File: src/hdl/rob_pkg.sv
package rob_pkg;

    localparam int WAYS      = 2;   // dispatch and retire width
    localparam int ROB_SZ    = 8;
    localparam int CDB_SZ    = 2;   // completion-bus lanes
    localparam int ROB_PTR_W = 3;
    localparam int ROB_CNT_W = 4;   // holds 0..ROB_SZ
    localparam int ARCH_REGS = 8;
    localparam int ARN_W     = 3;
    localparam int XLEN      = 32;

    typedef logic [ROB_PTR_W-1:0] robn_t;
    typedef logic [ARN_W-1:0]     arn_t;

    // one decoded instruction as handed to dispatch
    typedef struct packed {
        logic [XLEN-1:0] pc;
        arn_t            dest_arn;
        logic            wr_dest;        // writes dest_arn on retire
        logic            cond_branch;
        logic            uncond_branch;
        logic            predict_taken;
        logic [XLEN-1:0] predict_target;
    } dispatch_inst_t;

    typedef struct packed {
        logic [WAYS-1:0]            valid;
        dispatch_inst_t [WAYS-1:0]  insts;
    } dispatch_group_t;

    typedef struct packed {
        logic            executed;
        logic            success;        // cleared on mispredict
        logic            cond_branch;
        logic            uncond_branch;
        logic            predict_taken;
        logic            resolve_taken;
        logic [XLEN-1:0] pc;
        logic [XLEN-1:0] predict_target;
        logic [XLEN-1:0] resolve_target;
        arn_t            dest_arn;
        logic            wr_dest;
        logic [XLEN-1:0] result;
    } rob_entry_t;

    typedef struct packed {
        logic [WAYS-1:0]        valid;
        rob_entry_t [WAYS-1:0]  entries;
    } rob_is_packet_t;

    // completion payload, meaning depends on the kind of the target entry
    typedef union packed {
        struct packed {
            logic            taken;
            logic [XLEN-1:0] target;
        } br;
        struct packed {
            logic            pad;
            logic [XLEN-1:0] result;
        } data;
    } fu_payload_u;

    typedef struct packed {
        logic        executed;
        robn_t       robn;
        fu_payload_u payload;
    } fu_rob_packet_t;

    typedef struct packed {
        logic [WAYS-1:0]        valid;
        rob_entry_t [WAYS-1:0]  entries;
    } rob_ct_packet_t;

    typedef struct packed {
        logic            valid;
        arn_t            dest;
        logic            wr;
        logic [XLEN-1:0] value;
    } retire_way_t;

    typedef struct packed {
        retire_way_t [WAYS-1:0] ways;
    } retire_rec_t;

    typedef struct packed {
        logic            valid;
        logic [XLEN-1:0] pc;             // correct fetch address
    } redirect_t;

endpackage

File: src/hdl/dispatch_stage.sv
`timescale 1ns/1ps

module dispatch_stage (
    input  logic                               clock,
    input  logic                               reset,
    input  logic                               disp_valid,
    input  rob_pkg::dispatch_group_t           disp_group,
    input  logic                               almost_full,
    input  logic                               squash,
    input  rob_pkg::robn_t [rob_pkg::WAYS-1:0] tail_entries,
    output logic                               stall,
    output rob_pkg::robn_t [rob_pkg::WAYS-1:0] disp_robn,
    output rob_pkg::rob_is_packet_t            is_packet
);

    import rob_pkg::*;

    rob_entry_t [WAYS-1:0] new_entries;
    rob_entry_t [WAYS-1:0] entries_q;
    logic       [WAYS-1:0] valid_q;
    logic                  accept;

    assign stall  = almost_full;
    assign accept = disp_valid && !stall && !squash;

    // slots the group will occupy, after the one still held here
    always_comb begin
        for (int i = 0; i < WAYS; i++) begin
            disp_robn[i] = robn_t'(tail_entries[i] + $countones(valid_q));
        end
    end

    // fresh entry per way with executed clear and success set
    always_comb begin
        for (int i = 0; i < WAYS; i++) begin
            new_entries[i]                = '0;
            new_entries[i].success        = 1'b1;
            new_entries[i].pc             = disp_group.insts[i].pc;
            new_entries[i].dest_arn       = disp_group.insts[i].dest_arn;
            new_entries[i].wr_dest        = disp_group.insts[i].wr_dest;
            new_entries[i].cond_branch    = disp_group.insts[i].cond_branch;
            new_entries[i].uncond_branch  = disp_group.insts[i].uncond_branch;
            new_entries[i].predict_taken  = disp_group.insts[i].predict_taken;
            new_entries[i].predict_target = disp_group.insts[i].predict_target;
        end
    end

    always_ff @(posedge clock) begin
        if (reset) begin
            valid_q <= '0;
        end else if (accept) begin
            valid_q <= disp_group.valid;
        end else begin
            valid_q <= '0;                      // one cycle per group
        end
    end

    always_ff @(posedge clock) begin
        if (accept) begin
            entries_q <= new_entries;
        end
    end

    assign is_packet = '{valid: valid_q, entries: entries_q};

endmodule

File: config.mk
export PLATFORM = sky130hd
export DESIGN_NAME = dispatch_stage
export DESIGN_NICKNAME = d
export VERILOG_FILES = /design/src/hdl/rob_pkg.sv /design/src/hdl/dispatch_stage.sv
export SDC_FILE = /design/constraint.sdc
export NUM_CORES = 1
export LEC_CHECK = 0
export ABC_AREA = 1
export BUFFER_PORTS_ARGS = -buffer_cell sky130_fd_sc_hd__buf_4
export CORE_AREA = 3 3 169 171
export DETAILED_ROUTE_END_ITERATION = 12
export DIE_AREA = 0 0 172 174
export PLACE_DENSITY = 0.57
export SLEW_MARGIN = 10
export SYNTH_ARGS = -nofsm -noshare
export SYNTH_HDL_FRONTEND = slang
export SYNTH_SLANG_ARGS = --single-unit
File: constraint.sdc
create_clock -name clock -period 19.2 [get_ports clock]
set_input_delay 3.84 -clock clock [delete_from_list [all_inputs] [get_ports clock]]
set_output_delay 3.84 -clock clock [all_outputs]
set_load 0.005 [all_outputs]
==> impl_metrics.py <==
metrics = {
    "outcome": {
        "status": "finished, final reports clean",
    },
    "logic_synthesis": {
        "synth_top_area_share_pct": 77.6,
        "synth_top_family_by_area": "buffers and inverters",
        "muxShareOfSynthArea_pct": 0,
        "avgSynthCellArea_um2": 18.0,
        "ys_types": 12,
        "synth_area_um2": 5490,
        "yosysWarningCount": 0,
        "synthAdderAreaFrac_pct": 1.41,
        "ys_seq_area_share_pct": 78.3,
        "synth_compound_area_share_pct": 0,
        "synth_area_leaders": "edfxtp_1, buf_4, inv_1",
        "syn_inst": 305,
        "synth_area_leader_cell": "edfxtp_1",
        "synthXorXnorAreaFrac_pct": 0.319,
        "ys_ff_latch": 144,
        "synth-simple-area-share_pct": 0.524,
    },
    "drt": {
        "routed_wl_mm": 14.8,
        "ant_nets": 0,
        "vias": 3184,
        "firstDrtPassIters": 5,
        "drc": 0,
        "drt_iter0_drc": 123,
        "wl_per_cell_um": 15.1,
        "vias_per_cell": 3.24,
    },
    "placement": {
        "place.gp.congestion": 0.712,
        "dp_slack_ps": 10530,
        "hpwl_mm": 11.7,
        "placed_area_um2": 7710,
        "io_buffers": 305,
    },
    "critical_path": {
        "slowest_stage": "fa_1",
        "cp.required_ps": 15360,
        "critPathArrivalTime_ps": 4840,
        "cpMostUsedCell": "buf_4",
        "critPathKind": "primary input to primary output",
        "cp_max_fo": 1,
        "crit_chain": "buf_4 > ha_1 > inv_1 > fa_1 > xnor2_1 > buf_4",
        "crit_path_end_kind": "primary output",
        "path_buf_inv": 3,
        "slowest_delay_ps": 370,
        "crit_family": "adder cells",
        "cp-start-kind": "primary input",
    },
    "grt": {
        "grt.overflow.total": 0,
        "antenna_found_initial": 0,
        "grtUsageTotal_pct": 9.16,
        "grt_max_degree": 74,
        "grt_pass1_wl_mm": 19.9,
        "grt_pass1_vias": 3220,
    },
    "clock_tree": {
        "path_clk_slew_ps": 70,
        "clkSinkCount": 144,
        "cts.htree.levels": 4,
        "cts_made_buffers": 17,
        "cts-hold-fix-buffers": 0,
        "tritoncts": "yes",
        "post_cts_buffers": 0,
        "clockBufferDepth": 2,
        "cts_root_buffer": "clkbuf_16",
        "ctsResizeCount": 0,
    },
    "layout": {
        "final_nets": 788,
        "layout-drive-gt1-share_pct": 53.2,
        "area_growth_pct": 50.8,
        "fill_cells": 2753,
        "design_area_um2": 8290,
        "antenna_cells": 0,
        "multi_input_comb_area_um2": 632,
        "regArea_um2": 4300,
    },
    "power_and_ir_drop": {
        "p_seq_share_pct": 48.5,
        "power_frac_comb_pct": 8.3,
        "netSwitchingPower_mw": 0.173,
        "powerDensity_nw_per_um2": 91.1,
        "p_clk_share_pct": 43.2,
        "switching_share_pct": 22.9,
        "internal_power_mw": 0.582,
        "peakVddDrop_uv": 52.9,
        "power.leakage_nw": 3.60,
    },
    "die": {
        "core_um2": 27000,
        "start_util_pct": 20.3,
        "die_w_um": 172,
        "ios": 440,
        "dieArea_um2": 29900,
        "rows": 60,
        "die_y_um": 174,
    },
    "timing": {
        "fin_hold_ws_ps": 3590,
        "setup_violations": 0,
        "fmaxAchievable_ghz": 0.115,
        "fin_crit_ps": 8680,
        "relSlewSlack_pct": 35.7,
        "finalCritPeriodShare_pct": 45.2,
        "tightest_slew_ps": 964,
        "fin_setup_tns_ps": 0,
        "rsz0062_at_grt": "no",
        "slew_violations": 0,
        "final_hold_viol_count": 0,
        "worst_slack_ps": 10520,
    },
    "min_path": {
        "min_path_type": "primary input to register",
        "min-delay-start": "disp_group[81]",
        "min_to": "is_packet[216]",
        "whs_path_depth": 1,
    },
    "job": {
        "drv_cap": 0,
    },
}
[area by class of cell]
class / count / area share, %
repair buffers: 307 / 27.8
flip-flops and latches: 144 / 51.9
clock buffers: 18 / 5.18
well taps: 341 / 5.15
multi-input cells: 146 / 7.63
inverters: 12 / 0.544
clock inverters: 14 / 1.74
[how the worst max path moves through the flow]
stage / to / start / cells after the start
final: disp_robn[5] / tail_entries[3] / 6
after global routing: disp_robn[5] / tail_entries[3] / 6
after CTS: disp_robn[5] / tail_entries[3] / 6
after detailed placement: disp_robn[5] / tail_entries[3] / 6
after global placement: disp_robn[5] / tail_entries[3] / 6
after floorplan: is_packet[100] / almost_full / 1
[cells in the mapped netlist (all sizes together)]
master / number
fa: 2
nor2: 3
nand3: 1
xnor2: 2
dfxtp: 2
conb: 2
edfxtp: 142
nor3: 1
inv: 12
ha: 3
buf: 135
[power groups by stage]
stage,clock (mW),sequential (mW),combinational [mW]
2_1_floorplan,0,0.378,0.0303
3_3_place_gp,0,0.373,0.0629
3_5_place_dp,0,0.373,0.0637
4_1_cts,0.341,0.366,0.0637
5_1_grt,0.354,0.367,0.0694
6_report,0.326,0.366,0.0629
[layer usage]
layer,share of wire [%],global-route usage (%)
met4,1.2,3.09
met5,0,0
met3,11,3.96
met2,52,16.3
met1,36,9.57
[stage by stage]
step	cells	utilization [%]	power, mW
floorplan	437	-	0.408
global placement	950	28.5	0.436
detailed placement	950	28.5	0.437
CTS	982	30.7	0.771
global route	982	30.7	0.791
finish	982	30.7	0.755
[sequential cells by signal, indices dropped and copies added, names as in the netlist]
register,cells
is_packet,142
valid_q,2
[cells by family (layout without fill, tap and decap cells)]
group,Yosys count,in the layout
buffers and inverters,147,351
xor gates and xnor gates,2,2
DFF,144,144
other,2,134
and+or+nand+nor,5,5
adders and majority gates,5,5
[placed cells by master (no fill, tap or decap), types with 2 or more instances in the layout]
cell type,count
ha_1,3
nor2_1,2
inv_8,2
inv_6,6
fa_1,2
xnor2_1,2
dfxtp_1,2
clkbuf_16,17
buf_4,307
inv_1,12
edfxtp_1,142
clkinvlp_4,4
conb_1,134
Note: power is estimated with default switching activity, not from simulation.
