**config.mk**
```make
export PLATFORM = sky130hd
export DESIGN_NAME = commit_unit
export DESIGN_NICKNAME = d
export VERILOG_FILES = /design/src/hdl/rob_pkg.sv /design/src/hdl/commit_unit.sv
export SDC_FILE = /design/constraint.sdc
export NUM_CORES = 1
export LEC_CHECK = 0
export BUFFER_PORTS_ARGS = -buffer_cell sky130_fd_sc_hd__buf_4
export CAP_MARGIN = 20
export CORE_AREA = 2 2 215 238
export DETAILED_ROUTE_END_ITERATION = 10
export DIE_AREA = 0 0 217 240
export GPL_ROUTABILITY_DRIVEN = 0
export RECOVER_POWER = 25
export SLEW_MARGIN = 25
export SYNTH_ARGS = -nofsm -noshare
export SYNTH_HDL_FRONTEND = slang
export SYNTH_SLANG_ARGS = --single-unit
export TNS_END_PERCENT = 50
```
**constraint.sdc**
```tcl
create_clock -name clock -period 9.6 [get_ports clock]
set_input_delay 0.48 -clock clock [delete_from_list [all_inputs] [get_ports clock]]
set_output_delay 0.48 -clock clock [all_outputs]
set_load 0.005 [all_outputs]
```
**src/hdl/rob_pkg.sv**
```systemverilog
package rob_pkg;

    localparam int WAYS      = 2;   // dispatch and retire width
    localparam int ROB_SZ    = 8;
    localparam int CDB_SZ    = 2;   // completion-bus lanes
    localparam int ROB_PTR_W = 3;
    localparam int ROB_CNT_W = 4;   // holds 0..ROB_SZ
    localparam int ARCH_REGS = 8;
    localparam int ARN_W     = 3;
    localparam int XLEN      = 32;

    typedef logic [ROB_PTR_W-1:0] robn_t;
    typedef logic [ARN_W-1:0]     arn_t;

    // one decoded instruction as handed to dispatch
    typedef struct packed {
        logic [XLEN-1:0] pc;
        arn_t            dest_arn;
        logic            wr_dest;        // writes dest_arn on retire
        logic            cond_branch;
        logic            uncond_branch;
        logic            predict_taken;
        logic [XLEN-1:0] predict_target;
    } dispatch_inst_t;

    typedef struct packed {
        logic [WAYS-1:0]            valid;
        dispatch_inst_t [WAYS-1:0]  insts;
    } dispatch_group_t;

    typedef struct packed {
        logic            executed;
        logic            success;        // cleared on mispredict
        logic            cond_branch;
        logic            uncond_branch;
        logic            predict_taken;
        logic            resolve_taken;
        logic [XLEN-1:0] pc;
        logic [XLEN-1:0] predict_target;
        logic [XLEN-1:0] resolve_target;
        arn_t            dest_arn;
        logic            wr_dest;
        logic [XLEN-1:0] result;
    } rob_entry_t;

    typedef struct packed {
        logic [WAYS-1:0]        valid;
        rob_entry_t [WAYS-1:0]  entries;
    } rob_is_packet_t;

    // completion payload, meaning depends on the kind of the target entry
    typedef union packed {
        struct packed {
            logic            taken;
            logic [XLEN-1:0] target;
        } br;
        struct packed {
            logic            pad;
            logic [XLEN-1:0] result;
        } data;
    } fu_payload_u;

    typedef struct packed {
        logic        executed;
        robn_t       robn;
        fu_payload_u payload;
    } fu_rob_packet_t;

    typedef struct packed {
        logic [WAYS-1:0]        valid;
        rob_entry_t [WAYS-1:0]  entries;
    } rob_ct_packet_t;

    typedef struct packed {
        logic            valid;
        arn_t            dest;
        logic            wr;
        logic [XLEN-1:0] value;
    } retire_way_t;

    typedef struct packed {
        retire_way_t [WAYS-1:0] ways;
    } retire_rec_t;

    typedef struct packed {
        logic            valid;
        logic [XLEN-1:0] pc;             // correct fetch address
    } redirect_t;

endpackage

```
**src/hdl/commit_unit.sv**
```systemverilog
`timescale 1ns/1ps

module commit_unit (
    input  logic                    clock,
    input  logic                    reset,
    input  rob_pkg::rob_ct_packet_t ct,
    input  logic                    squash,
    output rob_pkg::retire_rec_t    retire,
    output rob_pkg::redirect_t      redirect
);

    import rob_pkg::*;

    logic [XLEN-1:0] arch_regs [ARCH_REGS];
    rob_entry_t      br;                        // entry that raised the squash
    retire_rec_t     next_retire;

    // first non-retiring slot holds the mispredicted branch
    always_comb begin
        br = ct.entries[0];
        for (int i = WAYS - 1; i >= 0; i--) begin
            if (!ct.valid[i]) begin
                br = ct.entries[i];
            end
        end
    end

    // value is what dest holds once this instruction has retired
    always_comb begin
        for (int i = 0; i < WAYS; i++) begin
            next_retire.ways[i].valid = ct.valid[i];
            next_retire.ways[i].dest  = ct.entries[i].dest_arn;
            next_retire.ways[i].wr    = ct.entries[i].wr_dest;
            if (ct.entries[i].wr_dest) begin
                next_retire.ways[i].value = ct.entries[i].result;
            end else begin
                next_retire.ways[i].value = arch_regs[ct.entries[i].dest_arn];
                for (int j = 0; j < i; j++) begin
                    if (ct.valid[j] && ct.entries[j].wr_dest &&
                        ct.entries[j].dest_arn == ct.entries[i].dest_arn) begin
                        next_retire.ways[i].value = ct.entries[j].result;  // same group
                    end
                end
            end
        end
    end

    always_ff @(posedge clock) begin
        if (reset) begin
            for (int r = 0; r < ARCH_REGS; r++) begin
                arch_regs[r] <= '0;
            end
        end else begin
            for (int i = 0; i < WAYS; i++) begin
                if (ct.valid[i] && ct.entries[i].wr_dest) begin
                    arch_regs[ct.entries[i].dest_arn] <= ct.entries[i].result;  // younger wins
                end
            end
        end
    end

    always_ff @(posedge clock) begin
        if (reset) begin
            retire   <= '0;
            redirect <= '0;
        end else begin
            retire         <= next_retire;
            redirect.valid <= squash;
            redirect.pc    <= br.resolve_taken ? br.resolve_target : br.pc + XLEN'(4);
        end
    end

endmodule

```
==> summary.md <==
| Metric | Value |
|---|---|
| WHS Endpoint | redirect[32]$_SDFF_PP0_ |
| Core footprint | 49700 sq um |
| Flop pwr share | 46.3% |
| Vias | 15600 |
| Total grt overflow | 0 |
| Final wirelength | 69300 um |
| First-pass DRT Iterations | 5 |
| Max incr delay on CP | 2450 ps |
| Endpoint class of the critical path | flip-flop |
| Cell row count | 86 |
| Worst min path class | in2reg |
| Initial Utilization | 39.7% |
| All-layer global routing usage | 26.3% |
| Peak supply drop | 0.125 mV |
| Routed length per instance | 27.7 um |
| Pleak | 9.04 nW |
| Clock transition at path regs | 60 ps |
| FF-to-FF End | retire[68]$_SDFF_PP0_ |
| Max Clk Rate | 169 MHz |
| Hold Vio Cnt, Final | 0 |
| Slew @ Worst Pin | 3960 ps |
| CP Max Fanout | 36 |
| DRC viols | 0 |
| Seq/Total Area, Yosys | 49.8% |
| Clock root buffer | clkbuf_16 |
| First-pass GRT wire length | 102000 um |
| Initial antenna violation count | 3 |
| Clock power share | 38.6% |
| Max-Cap Viols | 10 |
| Hold-fix buffers, CTS | 0 |
| Switching share of power | 25.9% |
| Synth area leaders | edfxtp_1, mux4_2, a22o_1 |
| 1st-iter DRT viols | 1817 |
| Yosys synthesis warning count | 0 |
| Number of fill cells in the layout | 4561 |
| Ys flop type | edfxtp_1 |
| Final worst-path cycle share | 61.6% |
| Post-synth top area cell | edfxtp_1 |
| Share of the synthesized area in the top cell type | 39.0% |
| Pwr dens | 168 nW/um^2 |
| Die height | 240 um |
| Vias in the first global route | 15800 |
| Setup_tns | 0 ps |
| Yosys reg bits | 363 |
| Critical path arrival | 6250 ps |
| Synth Instances | 1625 |
| Die ar. | 52100 sq um |
| Largest net degree at the start of global routing | 68 |
| Max Root-Sink Buffers | 3 |
| Die X | 217 um |
| Via density | 6.23 |
| Max_slew headroom | -164% |
| Clk_skew | 20.7 ps |
| Routed Antenna Nets | 0 |
| Post-CTS sizing | 0 |
| Port Buffers | 313 |
| EDFF count, synth | 256 |
| Layout cell share with drive strength beyond 1 | 28.8% |
| Combinational fraction of design power | 15.1% |
| CP cell instances | clkbuf_1 > clkbuf_1 > mux4_2 > mux2i_1 > nor2_1 > a21oi_1 > nor2_1 |
| Pins Over Slew Limit | 329 |
| Critical path type | in2reg |
| Worst EP required | 9940 ps |
| Min Tclk post-route | 5910 ps |
| Setup-failing EPs final | 0 |
| Int Pwr | 2.94 mW |
| Syn Nets | 1907 |
| Hold path start | squash |
| Psw | 1.03 mW |
| RSZ-0062 raised after global routing | false |
| TritonCTS clock tree | yes |
| Post-DP HPWL | 41800 um |
| Post-Syn Area | 19700 sq um |
| Sequential Area | 9830 sq um |
| Count of unique library cells instantiated by Yosys | 56 |
| Final instance area | 23700 sq um |
| Worst Hold Depth | 2 |
| Crit Reg-Reg Startpoint | arch_regs[6][31]$_DFFE_PP_ |
| H-tree depth | 2 |
| R2R Setup Slk | 7900 ps |
| Synth Area per Inst | 12.1 sq um |
| Setup Buffers After CTS | 0 |
| CP top delay family | buffers and inverters |
| Cells on worst reg2reg path | 5 |
| Crit path launch type | input pin |
| CTS Buf Count | 40 |
| Multi-input gate area | 9210 sq um |
| Violated checks | max-capacitance violations, max-slew violations |
| DP Area | 22600 sq um |
| CTS sink cnt | 363 |
| Syn-to-layout area delta | 19.9% |
| Critical path buffers and inverters | 2 |
| Status | complete, but fails checks |
| Final #Nets | 2094 |
| CP max-delay cell | clkbuf_1 |
| Worst-Skew Late Latency | 570 ps |
| Post-synth ARST share | 0% |
| Ports | 388 |
worst max-delay path by stage:
| stage | cells after the start | start | slack (ps) | end |
|---|---|---|---|---|
| 2_1_floorplan | 15 | ct[277] | 6080 | redirect[24]$_SDFF_PP0_ |
| 3_3_place_gp | 6 | ct[32] | 5650 | arch_regs[0][24]$_DFFE_PP_ |
| 5_1_grt | 7 | ct[34] | 3030 | retire[19]$_SDFF_PP0_ |
| 3_5_place_dp | 6 | ct[32] | 5620 | arch_regs[1][18]$_DFFE_PP_ |
| 6_report | 7 | ct[34] | 3690 | retire[21]$_SDFF_PP0_ |
| 4_1_cts | 6 | ct[32] | 6180 | arch_regs[0][27]$_DFFE_PP_ |
per-layer routing:
metal	global-route usage, %	vias to the layer above	share of wire (%)
li1	-	6721	-
met1	33.9	7816	39
met2	44.4	901	49
met3	5.36	156	9.5
met4	8.30	4	2.9
met5	0	-	0.030
placed cells by master, fill, tap and decap left out, drive strengths merged, types with 3 or more instances in the layout:
| cell | netlist | routed |
|---|---|---|
| or2 | 4 | 4 |
| a22o | 256 | 256 |
| a31oi | 9 | 9 |
| or3 | 4 | 4 |
| clkbuf | 129 | 177 |
| nor2 | 116 | 116 |
| a211oi | 7 | 7 |
| nor2b | 15 | 15 |
| a2111oi | 3 | 3 |
| nand4 | 8 | 8 |
| a21oi | 77 | 77 |
| edfxtp | 256 | 256 |
| clkinv | 1 | 9 |
| dfxtp | 107 | 107 |
| o311a | 4 | 4 |
| nor4 | 8 | 8 |
| o21ai | 36 | 36 |
| o221ai | 6 | 6 |
| mux4 | 128 | 128 |
| nor4b | 3 | 3 |
| xor2 | 10 | 10 |
| a311oi | 5 | 5 |
| nand2b | 5 | 5 |
| nand2 | 155 | 155 |
| xnor2 | 11 | 11 |
| o2bb2ai | 3 | 3 |
| and3 | 15 | 15 |
| nand3 | 21 | 21 |
| mux2i | 113 | 113 |
| mux2 | 3 | 3 |
| nor3 | 14 | 14 |
| buf | 76 | 234 |
Yosys cell counts (21+ instances only):
| library cell | n |
|---|---|
| a21oi_1 | 77 |
| a22o_1 | 256 |
| buf_1 | 55 |
| clkbuf_1 | 129 |
| dfxtp_1 | 107 |
| edfxtp_1 | 256 |
| mux2i_1 | 112 |
| mux4_2 | 128 |
| nand2_1 | 155 |
| nand3_1 | 21 |
| nor2_1 | 116 |
| o21ai_0 | 35 |
stage by stage:
step	power, mW	hold slack [ps]	util, %	setup WS, ps	cells
final	3.97	142	47.6	3690	2505
after detailed placement	2.48	707	45.4	5620	2430
after floorplan	2.21	563	-	6080	1625
after global routing	4.11	145	47.6	3030	2503
after global placement	2.47	692	45.4	5650	2430
after CTS	4.01	124	48.0	6180	2503
flip-flops by register name (all words and copies together), names as in the netlist:
register and flops:
arch_regs 256, retire 74, redirect 33
final cells by class:
class	instances	area share (%)
clock inverters	12	0.434
multi-input cells	1056	38.9
inverters	1	0.0159
well taps	660	3.49
clock buffers	61	4.96
flip-flops and latches	363	41.6
repair buffers	350	10.6
diodes	2	0.0212
cell families (layout without fill, tap and decap cells):
| kind of cell | count (synthesis) | after routing | synth area share, % |
|---|---|---|---|
| XOR/XNOR | 21 | 21 | 0.932 |
| other | 0 | 2 | 0 |
| flip-flops | 363 | 363 | 49.8 |
| buffers and inverters | 206 | 424 | 4.11 |
| multiplexers | 244 | 244 | 20.5 |
| adder cells (fa/ha/maj) | 1 | 1 | 0.0634 |
| AND/OR/NAND/NOR | 376 | 376 | 8.45 |
| AO/OA/AOI/OAI | 414 | 414 | 16.1 |
power groups by stage:
stage	Sequential, mW	Clock (mW)	Combinational [mW]
4_1_cts	1.84	1.56	0.612
6_report	1.84	1.53	0.602
3_5_place_dp	1.87	0	0.609
5_1_grt	1.85	1.62	0.647
2_1_floorplan	1.86	0	0.350
3_3_place_gp	1.87	0	0.602
(Power assumes the default switching activity.)
